`src/hdl/nes_bus_pkg.sv`:
```
// Shared widths, register addresses, divider defaults and the address type used by the bus core
`default_nettype none

package nes_bus_pkg;

	// Bus widths
	localparam int addr_w = 16;                 // CPU address bus
	localparam int data_w = 8;                  // CPU data bus

	// Divider defaults, master clocks per enable
	localparam int cpu_div_default = 12;        // NTSC CPU cycle
	localparam int ppu_div_default = 4;         // NTSC PPU dot

	// Register addresses
	localparam logic [addr_w-1:0] oam_data_addr   = 16'h2004;  // Sprite memory data port
	localparam logic [addr_w-1:0] sprite_dma_addr = 16'h4014;  // Write starts sprite DMA
	localparam logic [addr_w-1:0] joy1_addr       = 16'h4016;  // Joypad 1, strobe on write
	localparam logic [addr_w-1:0] joy2_addr       = 16'h4017;  // Joypad 2

	// Chip select bounds, end is exclusive
	localparam logic [addr_w-1:0] ppu_base = 16'h2000;
	localparam logic [addr_w-1:0] apu_base = 16'h4000;  // Also top of the PPU mirror range
	localparam logic [addr_w-1:0] apu_end  = 16'h4018;

	// Page and offset halves of an address
	// Page selects the 256-byte block, offset walks through it
	typedef struct packed {
		logic [data_w-1:0] page;    // High byte
		logic [data_w-1:0] offset;  // Low byte, stepped by sprite DMA
	} bus_page_t;

	// One address word, two views
	// word for range compares in the decoder
	// paged for the DMA source pointer
	typedef union packed {
		logic [addr_w-1:0] word;
		bus_page_t         paged;
	} bus_addr_t;

endpackage

`default_nettype wire

```
`src/hdl/bus_if.sv`:
```
// Merged CPU/DMA bus carried from the top-level mux into the address decoder
`timescale 1ns/1ps
`default_nettype none

interface bus_if;
	import nes_bus_pkg::*;

	bus_addr_t         addr;   // Address after the DMA mux
	logic [data_w-1:0] wdata;  // Write data, CPU or sprite latch
	logic              rd;     // Read cycle
	logic              wr;     // Write cycle

	// Mux side
	modport driver (
		output addr,
		output wdata,
		output rd,
		output wr
	);

	// Decoder side
	modport decoder (
		input addr,
		input wdata,
		input rd,
		input wr
	);

endinterface

`default_nettype wire

```
`src/hdl/bus_decoder.sv`:
```
// Address decode, joypad strobe and clocks, open-bus byte and CPU read data for the merged bus
`timescale 1ns/1ps
`default_nettype none

module bus_decoder (
	input  wire                            clk,
	input  wire                            reset,
	bus_if.decoder                         bus,
	input  wire  [4:0]                     joypad1_data,
	input  wire  [4:0]                     joypad2_data,
	input  wire  [nes_bus_pkg::data_w-1:0] ext_din,       // Cart and memory data
	output logic [nes_bus_pkg::data_w-1:0] rdata,         // Byte returned to CPU and DMA
	output logic [2:0]                     joypad_out,    // Strobe bits to the joypads
	output logic [1:0]                     joypad_clock,  // Shift pulse per joypad
	output logic                           ppu_cs
);
	import nes_bus_pkg::*;

	logic              apu_cs;      // 0x4000 to 0x4017
	logic              joy1_cs;
	logic              joy2_cs;
	logic [data_w-1:0] open_bus;    // Last value seen on the data bus
	logic [2:0]        joy_strobe;

	// Range decode on the full word
	assign ppu_cs  = (bus.addr.word >= ppu_base) && (bus.addr.word < apu_base);
	assign apu_cs  = (bus.addr.word >= apu_base) && (bus.addr.word < apu_end);
	assign joy1_cs = (bus.addr.word == joy1_addr);
	assign joy2_cs = (bus.addr.word == joy2_addr);

	// Strobe bits from a write to 0x4016
	always_ff @(posedge clk) begin
		if (reset)
			joy_strobe <= 3'b000;
		else if (joy1_cs && bus.wr)
			joy_strobe <= bus.wdata[2:0];
	end

	assign joypad_out = joy_strobe;

	// Each read of a joypad port shifts that pad once
	assign joypad_clock = {joy2_cs && bus.rd, joy1_cs && bus.rd};

	// Returned byte
	always_comb begin
		if (reset)
			rdata = '0;
		else if (joy1_cs)
			rdata = {open_bus[7:5], joypad1_data};  // Upper bits float on the pad port
		else if (joy2_cs)
			rdata = {open_bus[7:5], joypad2_data};
		else if (apu_cs)
			rdata = open_bus;  // No APU here, bus keeps its old value
		else
			rdata = ext_din;
	end

	// Bus capacitance, follows the returned byte
	always_ff @(posedge clk) begin
		open_bus <= rdata;
	end

endmodule

`default_nettype wire

```
`src/hdl/clock_enable_gen.sv`:
```
// Divides the master clock into CPU, PPU and cart enables, with PAL stretch and held reset
`timescale 1ns/1ps
`default_nettype none

module clock_enable_gen #(
	parameter int cpu_div = nes_bus_pkg::cpu_div_default,  // Master clocks per CPU cycle
	parameter int ppu_div = nes_bus_pkg::ppu_div_default   // Master clocks per PPU dot
) (
	input  wire  clk,
	input  wire  reset,
	input  wire  pal,        // 1 = PAL timing
	output logic cpu_ce,
	output logic ppu_ce,
	output logic cart_ce,
	output logic odd_cycle,  // Toggles every CPU cycle
	output logic sys_reset   // Reset stretched to the first CPU enable
);

	// CPU counter runs 1..cpu_div, the stretched cycle holds it instead of counting on
	localparam int cnt_w  = $clog2(cpu_div + 1);
	localparam int pcnt_w = $clog2(ppu_div + 1);
	// Room for one extra tick in the PAL cycle
	localparam int tick_w = $clog2(cpu_div / ppu_div + 2);
	localparam int pal_period = 5;  // One long CPU cycle in five

	localparam logic [cnt_w-1:0]  cpu_last = cnt_w'(cpu_div);
	localparam logic [pcnt_w-1:0] ppu_last = pcnt_w'(ppu_div);

	logic [cnt_w-1:0]  div_cpu;         // Counts 1..cpu_div
	logic [pcnt_w-1:0] div_ppu;         // Counts 1..ppu_div
	logic [tick_w-1:0] ppu_tick;        // PPU enables since the last CPU enable
	logic [2:0]        cpu_tick_count;  // Position in the PAL group of five
	logic              last_pal;        // For realign on a system change
	logic              hold_reset;
	logic              stretch_cycle;   // This CPU cycle gets the extra PPU tick
	logic              skip_cpu_count;

	assign cpu_ce  = (div_cpu == cpu_last);
	assign ppu_ce  = (div_ppu == ppu_last);

	assign stretch_cycle  = (cpu_tick_count == 3'(pal_period - 1));
	assign skip_cpu_count = stretch_cycle && (ppu_tick == '0);  // Hold CPU during first dot

	// Cart runs on the first dot where the CPU address is on the bus
	assign cart_ce = ppu_ce && (ppu_tick == (stretch_cycle ? tick_w'(1) : tick_w'(0)));

	assign sys_reset = reset || hold_reset;

	always_ff @(posedge clk) begin
		if (reset) begin
			div_cpu        <= cnt_w'(1);
			div_ppu        <= pcnt_w'(1);
			ppu_tick       <= '0;
			cpu_tick_count <= '0;
			last_pal       <= pal;
		end else if (pal != last_pal) begin
			// System type changed, start both dividers together
			last_pal       <= pal;
			div_cpu        <= cnt_w'(1);
			div_ppu        <= pcnt_w'(1);
			ppu_tick       <= '0;
			cpu_tick_count <= '0;
		end else begin
			if (!skip_cpu_count) begin
				if (cpu_ce)
					div_cpu <= cnt_w'(1);
				else
					div_cpu <= div_cpu + 1'b1;
			end

			div_ppu <= ppu_ce ? pcnt_w'(1) : div_ppu + 1'b1;

			if (cpu_ce)
				ppu_tick <= '0;  // Tick 0 is the first dot of the cycle
			else if (ppu_ce)
				ppu_tick <= ppu_tick + 1'b1;

			if (cpu_ce && pal)
				cpu_tick_count <= stretch_cycle ? 3'd0 : cpu_tick_count + 3'd1;
		end
	end

	always_ff @(posedge clk) begin
		if (reset)
			hold_reset <= 1'b1;
		else if (cpu_ce)
			hold_reset <= 1'b0;  // Released on the first CPU enable
	end

	// Even/odd flag starts even once the core leaves reset
	always_ff @(posedge clk) begin
		if (sys_reset)
			odd_cycle <= 1'b0;
		else if (cpu_ce)
			odd_cycle <= !odd_cycle;
	end

endmodule

`default_nettype wire

```
`src/hdl/dma_controller.sv`:
```
// Sprite and DMC DMA engine that pauses the CPU and takes over the bus on CPU enables
`timescale 1ns/1ps
`default_nettype none

module dma_controller (
	input  wire                             clk,
	input  wire                             reset,
	input  wire                             ce,            // CPU enable
	input  wire                             odd_cycle,
	input  wire                             sprite_start,  // Write to 0x4014 seen
	input  wire  [nes_bus_pkg::data_w-1:0]  page,          // Source page from the CPU
	input  wire                             cpu_rnw,       // CPU in a read cycle
	input  wire  [nes_bus_pkg::data_w-1:0]  rdata,         // Data returned on the bus
	input  wire                             dmc_req,       // Held until dmc_ack
	input  nes_bus_pkg::bus_addr_t          dmc_addr,
	output nes_bus_pkg::bus_addr_t          dma_addr,
	output logic [nes_bus_pkg::data_w-1:0]  dma_wdata,
	output logic                            dma_own,       // DMA drives the bus
	output logic                            dma_rd,        // 1 = read, 0 = write
	output logic                            dmc_ack,
	output logic                            pause_cpu
);
	import nes_bus_pkg::*;

	logic              dmc_state;    // DMC fetch due on the next even enable
	logic [1:0]        spr_state;    // Bit 0 pending, bit 1 active
	bus_addr_t         src_addr;     // Sprite source pointer
	logic [data_w-1:0] spr_latch;    // Byte read on the even slot
	logic [data_w:0]   next_offset;  // Carry out marks the last pair

	assign next_offset = {1'b0, src_addr.paged.offset} + 1'b1;

	always_ff @(posedge clk) begin
		if (reset) begin
			dmc_state <= 1'b0;
			spr_state <= 2'b00;
		end else if (ce) begin
			// DMC only starts from an even CPU read cycle
			if (!dmc_state && dmc_req && cpu_rnw && !odd_cycle)
				dmc_state <= 1'b1;
			else if (dmc_state && !odd_cycle)
				dmc_state <= 1'b0;  // Fetch done this enable

			if (sprite_start)
				spr_state <= 2'b01;  // Pause, wait for an odd read cycle
			else if (spr_state == 2'b01 && cpu_rnw && odd_cycle)
				spr_state <= 2'b11;  // Take the bus, next slot is a read
			else if (spr_state[1] && !odd_cycle && dmc_state)
				spr_state <= 2'b01;  // DMC stole the read slot, retry the pair
			else if (spr_state[1] && odd_cycle && next_offset[data_w])
				spr_state <= 2'b00;  // 256th write done
		end
	end

	always_ff @(posedge clk) begin
		if (ce) begin
			if (sprite_start) begin
				src_addr.paged.page   <= page;
				src_addr.paged.offset <= '0;
			end else if (spr_state[1] && odd_cycle) begin
				src_addr.paged.offset <= next_offset[data_w-1:0];  // Step after each write
			end

			if (spr_state[1] && !odd_cycle)
				spr_latch <= rdata;
		end
	end

	// Even slots read, odd slots write to the OAM port
	always_comb begin
		if (dmc_ack)
			dma_addr = dmc_addr;
		else if (!odd_cycle)
			dma_addr = src_addr;
		else
			dma_addr.word = oam_data_addr;
	end

	assign dmc_ack   = dmc_state && !odd_cycle;
	assign dma_own   = dmc_ack || spr_state[1];
	assign dma_rd    = !odd_cycle;
	assign dma_wdata = spr_latch;
	assign pause_cpu = spr_state[0] || dmc_req;  // CPU holds while anything is due

endmodule

`default_nettype wire

```
`src/hdl/nes_bus_top.sv`:
```
// Console bus core top level joining clock enables, DMA, bus mux and decoder on plain ports
`timescale 1ns/1ps
`default_nettype none

module nes_bus_top #(
	parameter int cpu_div = nes_bus_pkg::cpu_div_default,
	parameter int ppu_div = nes_bus_pkg::ppu_div_default
) (
	input  wire                            clk,
	input  wire                            reset,
	input  wire                            pal,
	input  wire  [nes_bus_pkg::addr_w-1:0] cpu_addr,
	input  wire                            cpu_rnw,
	input  wire  [nes_bus_pkg::data_w-1:0] cpu_dout,
	input  wire                            dmc_req,
	input  wire  [nes_bus_pkg::addr_w-1:0] dmc_addr,
	input  wire  [4:0]                     joypad1_data,
	input  wire  [4:0]                     joypad2_data,
	input  wire  [nes_bus_pkg::data_w-1:0] ext_din,
	output logic                           cpu_ce,
	output logic                           ppu_ce,
	output logic                           cart_ce,
	output logic [nes_bus_pkg::data_w-1:0] cpu_din,
	output logic                           pause_cpu,
	output logic                           dmc_ack,
	output logic [nes_bus_pkg::addr_w-1:0] bus_addr,
	output logic [nes_bus_pkg::data_w-1:0] bus_dout,
	output logic                           bus_rd,
	output logic                           bus_wr,
	output logic                           ppu_cs,
	output logic [2:0]                     joypad_out,
	output logic [1:0]                     joypad_clock
);
	import nes_bus_pkg::*;

	logic              sys_reset;     // Held until the first CPU enable
	logic              odd_cycle;
	logic              sprite_start;
	bus_addr_t         dma_addr;
	logic [data_w-1:0] dma_wdata;
	logic              dma_own;
	logic              dma_rd;
	logic [data_w-1:0] rdata;

	bus_if bus ();

	clock_enable_gen #(
		.cpu_div (cpu_div),
		.ppu_div (ppu_div)
	) u_clock_enable_gen (
		.clk       (clk),
		.reset     (reset),
		.pal       (pal),
		.cpu_ce    (cpu_ce),
		.ppu_ce    (ppu_ce),
		.cart_ce   (cart_ce),
		.odd_cycle (odd_cycle),
		.sys_reset (sys_reset)
	);

	// Bus mux, DMA wins while it owns the bus
	assign bus.addr  = dma_own ? dma_addr : bus_addr_t'(cpu_addr);
	assign bus.wdata = dma_own ? dma_wdata : cpu_dout;
	assign bus.rd    = !sys_reset && (dma_own ? dma_rd : cpu_rnw);   // Idle in reset
	assign bus.wr    = !sys_reset && (dma_own ? !dma_rd : !cpu_rnw);

	// Sprite DMA trigger on the merged bus
	assign sprite_start = bus.wr && (bus.addr.word == sprite_dma_addr);

	dma_controller u_dma_controller (
		.clk          (clk),
		.reset        (sys_reset),
		.ce           (cpu_ce),
		.odd_cycle    (odd_cycle),
		.sprite_start (sprite_start),
		.page         (cpu_dout),               // Written value is the page
		.cpu_rnw      (cpu_rnw),
		.rdata        (rdata),
		.dmc_req      (dmc_req),
		.dmc_addr     (bus_addr_t'(dmc_addr)),
		.dma_addr     (dma_addr),
		.dma_wdata    (dma_wdata),
		.dma_own      (dma_own),
		.dma_rd       (dma_rd),
		.dmc_ack      (dmc_ack),
		.pause_cpu    (pause_cpu)
	);

	bus_decoder u_bus_decoder (
		.clk          (clk),
		.reset        (sys_reset),
		.bus          (bus),
		.joypad1_data (joypad1_data),
		.joypad2_data (joypad2_data),
		.ext_din      (ext_din),
		.rdata        (rdata),
		.joypad_out   (joypad_out),
		.joypad_clock (joypad_clock),
		.ppu_cs       (ppu_cs)
	);

	assign cpu_din  = rdata;         // Same byte feeds CPU and DMA latch
	assign bus_addr = bus.addr.word;
	assign bus_dout = bus.wdata;
	assign bus_rd   = bus.rd;
	assign bus_wr   = bus.wr;

endmodule

`default_nettype wire

```
`config.mk`:
```
export PLATFORM = sky130hd
export DESIGN_NAME = nes_bus_top
export DESIGN_NICKNAME = d
export VERILOG_FILES = /design/src/hdl/nes_bus_pkg.sv /design/src/hdl/bus_if.sv /design/src/hdl/bus_decoder.sv /design/src/hdl/clock_enable_gen.sv /design/src/hdl/dma_controller.sv /design/src/hdl/nes_bus_top.sv
export SDC_FILE = /design/constraint.sdc
export NUM_CORES = 1
export LEC_CHECK = 0
export ABC_AREA = 1
export BUFFER_PORTS_ARGS = -buffer_cell sky130_fd_sc_hd__buf_2
export CAP_MARGIN = 20
export CORE_UTILIZATION = 29
export CTS_CLUSTER_SIZE = 16
export DETAILED_ROUTE_END_ITERATION = 8
export PLACE_DENSITY = 0.61
export SLEW_MARGIN = 10
export SYNTH_ARGS = -nofsm -noshare
export SYNTH_HDL_FRONTEND = slang
export SYNTH_SLANG_ARGS = --single-unit
```
`constraint.sdc`:
```
create_clock -name clk -period 3.1 [get_ports clk]
set_input_delay 0 -clock clk [delete_from_list [all_inputs] [get_ports clk]]
set_output_delay 0 -clock clk [all_outputs]
set_load 0.01 [all_outputs]
```
==> flow_summary.yaml <==
outcome:
  outcome: "finished, final reports clean"
cells_and_area:
  final_cells: 709
  final_cell_mix: "137 x nand2_1, 108 x buf_2, 74 x inv_1, 33 x nand3_1, 28 x dfxtp_1"
  fillers: 1171
  utilization: 0.382
  mostFrequentLayoutCell: "nand2_1"
  final_net_count: 640
  area_delta_synth_final_pct: 28.5
  drive_gt1_frac: 0.257
  antenna_cells: 0
critical_path:
  cpLargestDelayFamily: "simple AND/OR/NAND/NOR gates"
  crit_arrival_ns: 2.78
  startpoint_type: "register"
  reg2reg_from: "u_dma_controller.spr_state[1]$_SDFFE_PN0P_"
  worstRegToRegCells: 11
  rrSetupSlack_ns: 0.56
  crit_path_frequent_cell: "nand2_1"
  worstSetupEndpointType: "primary output"
  critPathBufInv: 3
  crit_fanout: 12
  cpPeakStageDelay_ns: 0.43
  worstPathRequired_ns: 3.10
  critPathSlowestCell: "dfxtp_1"
  reg2reg_to: "u_dma_controller.src_addr[2]$_SDFFCE_PN0P_"
  path_cells: "clkinvlp_4 > nand2_2 > inv_1 > nand2_1 > nand2_1 > nor2_1 > nand2_1 > nor2_4 > nand3_2 > nand2_1 > nand3_1 > a21oi_1 > buf_2"
  critPathKind: "reg -> out"
yosys:
  ys.warnings.count: 0
  yosysTopAreaCellShare: 0.234
  synthMuxAreaShare: 0
  yosysTopAreaCell: "edfxtp_1"
  ys_ff_latch: 54
  synth-simple-area-share: 0.319
  synthAdderAreaFrac: 0.0351
  ys_seq_area_frac: 0.415
  synthXorXnorAreaFrac: 0.0218
  syn_area_mm2: 0.00321
  synth_area_leaders: "edfxtp_1 23%, dfxtp_1 18%, nand2_1 16%, inv_1 8.8%, nand3_1 5.1%"
  synthesis.nets: 515
  synth_top_family_by_area: "simple AND/OR/NAND/NOR gates"
  syn_area_per_cell_um2: 7.24
  netlist_instances: 443
  ys_types: 34
  synth_compound_area_frac: 0.0912
clock_network:
  numCtsBuffers: 5
  worst_skew_pair.late_latency_ns: 0.31
  cts_tree: "built"
  clockBufferDepth: 2
  cts_root_buf: "clkbuf_8"
  cts.reportedPaths.clkPinSlew_ns: 0.11
  cts.sink_count: 54
  htreeDepth: 2
grt:
  grt_start_max_net_pins: 19
  grt_overflow: 0
  grt_first_pass_wirelength_um: 14700
  grt.total_usage: 0.162
  grt_pass1_vias: 3114
  antenna_found_initial: 0
timing:
  fin_crit_sh: 0.898
  setup_viol: 0
  hold_violations: 0
  clock.fmax_mhz: 359
  tightest_slew_ns: 0.709
  fin_crit_ns: 2.78
  slew_violations: 0
  slew_headroom: 0.525
  rsz0062_at_grt: "false"
  tns_ns: 0
  finalClockSkew_ns: 0.0124
power:
  p_leak_nw: 2.08
  combPwrFrac: 0.124
  peakVddDrop_v: 0.000178
  seq_power_share: 0.573
  pwr_density_cell_mw_per_mm2: 319
  p_sw_uw: 330
  p_int_uw: 986
  power.share.switching: 0.251
  clock_power_share: 0.303
route:
  drt_iter0_drc: 220
  firstDrtPassIters: 7
  routed_wl_um: 9100
  ant_nets: 0
  vias_per_cell: 4.56
  dr_total_vias: 3235
  wl_per_cell_um: 12.8
  drc: 0
die:
  io_pins: 108
  rows: 38
  die-area_mm2: 0.0115
  die_x_um: 107
  die_h_um: 107
  start_util: 0.297
  core_mm2: 0.0108
placed_design:
  placed_cells: 683
  hpwlAfterDp_um: 7290
  portBuffers: 107
  place_congestion: 0.872
min_path:
  hp-start: "joypad1_data[4]"
  min_path_cells: 3
  min_path_type: "in -> reg"
  worst_hold_path.endpoint: "u_bus_decoder.open_bus[4]$_DFF_P_"
run:
  maxCapViolCount: 0
-- cells by family after synthesis --
logic type / count (synthesis)
simple gates: 232
buf+inv: 88
flops: 54
compound gates: 52
fa+ha+maj: 9
xor+xnor: 8
-- metrics by stage --
| step | hold WS (ns) | power (mW) | setup WS (ns) | cell area [um2] |
|---|---|---|---|---|
| finish | 0.0410 | 1.32 | 0.317 | 4120 |
| global route | 0.0753 | 1.38 | 0.0616 | 4120 |
| CTS | 0.0334 | 1.33 | 0.208 | 4080 |
| detailed placement | 0.198 | 0.919 | 0.374 | 3860 |
| global placement | 0.200 | 0.918 | 0.495 | 3860 |
| floorplan | 0.0989 | 0.842 | 0.943 | 3210 |
-- how the worst max path moves through the flow --
| stage | slack [ns] | start | endpoint | depth (start not counted) |
|---|---|---|---|---|
| 2_1_floorplan | 0.94 | u_dma_controller.dmc_state$_SDFFE_PN0P_ | u_dma_controller.src_addr[0]$_SDFFCE_PN0P_ | 12 |
| 3_3_place_gp | 0.50 | u_dma_controller.dmc_state$_SDFFE_PN0P_ | u_dma_controller.src_addr[3]$_SDFFCE_PN0P_ | 10 |
| 3_5_place_dp | 0.37 | u_dma_controller.dmc_state$_SDFFE_PN0P_ | u_dma_controller.src_addr[2]$_SDFFCE_PN0P_ | 10 |
| 4_1_cts | 0.21 | u_dma_controller.dmc_state$_SDFFE_PN0P_ | cpu_din[0] | 14 |
| 5_1_grt | 0.06 | u_dma_controller.spr_state[1]$_SDFFE_PN0P_ | cpu_din[1] | 13 |
| 6_report | 0.32 | u_dma_controller.spr_state[1]$_SDFFE_PN0P_ | cpu_din[0] | 13 |
-- power groups by stage --
| stage | Sequential, mW | Combinational, mW | Clock [mW] |
|---|---|---|---|
| floorplan | 0.769 | 0.0738 | 0 |
| global placement | 0.769 | 0.149 | 0 |
| detailed placement | 0.770 | 0.149 | 0 |
| CTS | 0.754 | 0.163 | 0.414 |
| global route | 0.755 | 0.183 | 0.443 |
| finish | 0.754 | 0.163 | 0.399 |
-- routing by layer --
layer | track usage | vias to the layer above | wire length, um
met5 | 0 | - | 0
met4 | 0.0342 | 0 | 89
met3 | 0.0316 | 9 | 762
met2 | 0.260 | 118 | 4010
met1 | 0.223 | 1438 | 4240
li1 | - | 1670 | -
-- repair_timing --
action	CTS	global route
gates resized for setup	0	3
setup buffers	0	4
hold endpoints to repair	13	0
setup endpoints to repair	0	7
hold buffers	13	0
-- cell usage after synthesis (all sizes together) --
master	instances
clkinv	1
clkbuf	1
o211ai	6
xnor2	3
o2111ai	1
inv	77
o21ai	24
or2	2
and3	1
nand3b	2
nand3	36
a21oi	19
xor2	5
nand2	144
dfxtp	29
nor2	28
buf	9
and2	3
edfxtp	25
a211oi	1
nand4	12
nor3	4
a311oi	1
ha	9
-- flip-flops by register name, indices dropped and copies added, names as in the netlist --
register	flops
u_bus_decoder.joypad_out	3
u_bus_decoder.open_bus	8
u_clock_enable_gen.hold_reset	1
u_clock_enable_gen.div_cpu	4
u_clock_enable_gen.ppu_tick	3
u_clock_enable_gen.div_ppu	3
u_dma_controller.dmc_state	1
u_dma_controller.dma_wdata	8
u_clock_enable_gen.odd_cycle	1
u_dma_controller.spr_state	2
u_dma_controller.src_addr	16
u_clock_enable_gen.cpu_tick_count	3
u_clock_enable_gen.last_pal	1
-- tightest hold or removal path, delay by kind of cell --
kind,cells,cell delay (ns)
compound gates,2,0.20
buf+inv,1,0.10
-- cell type report --
cell class	instances	area [um2]	share of cell area
multi-input combinational	301	1500	0.365
inverter	78	300	0.0728
clock buffer	5	68.8	0.0167
sequential	54	1330	0.323
tap	140	175	0.0425
timing repair buffer	128	723	0.175
clock inverter	3	20.0	0.00485
Note: power is estimated with default switching activity, not from simulation.
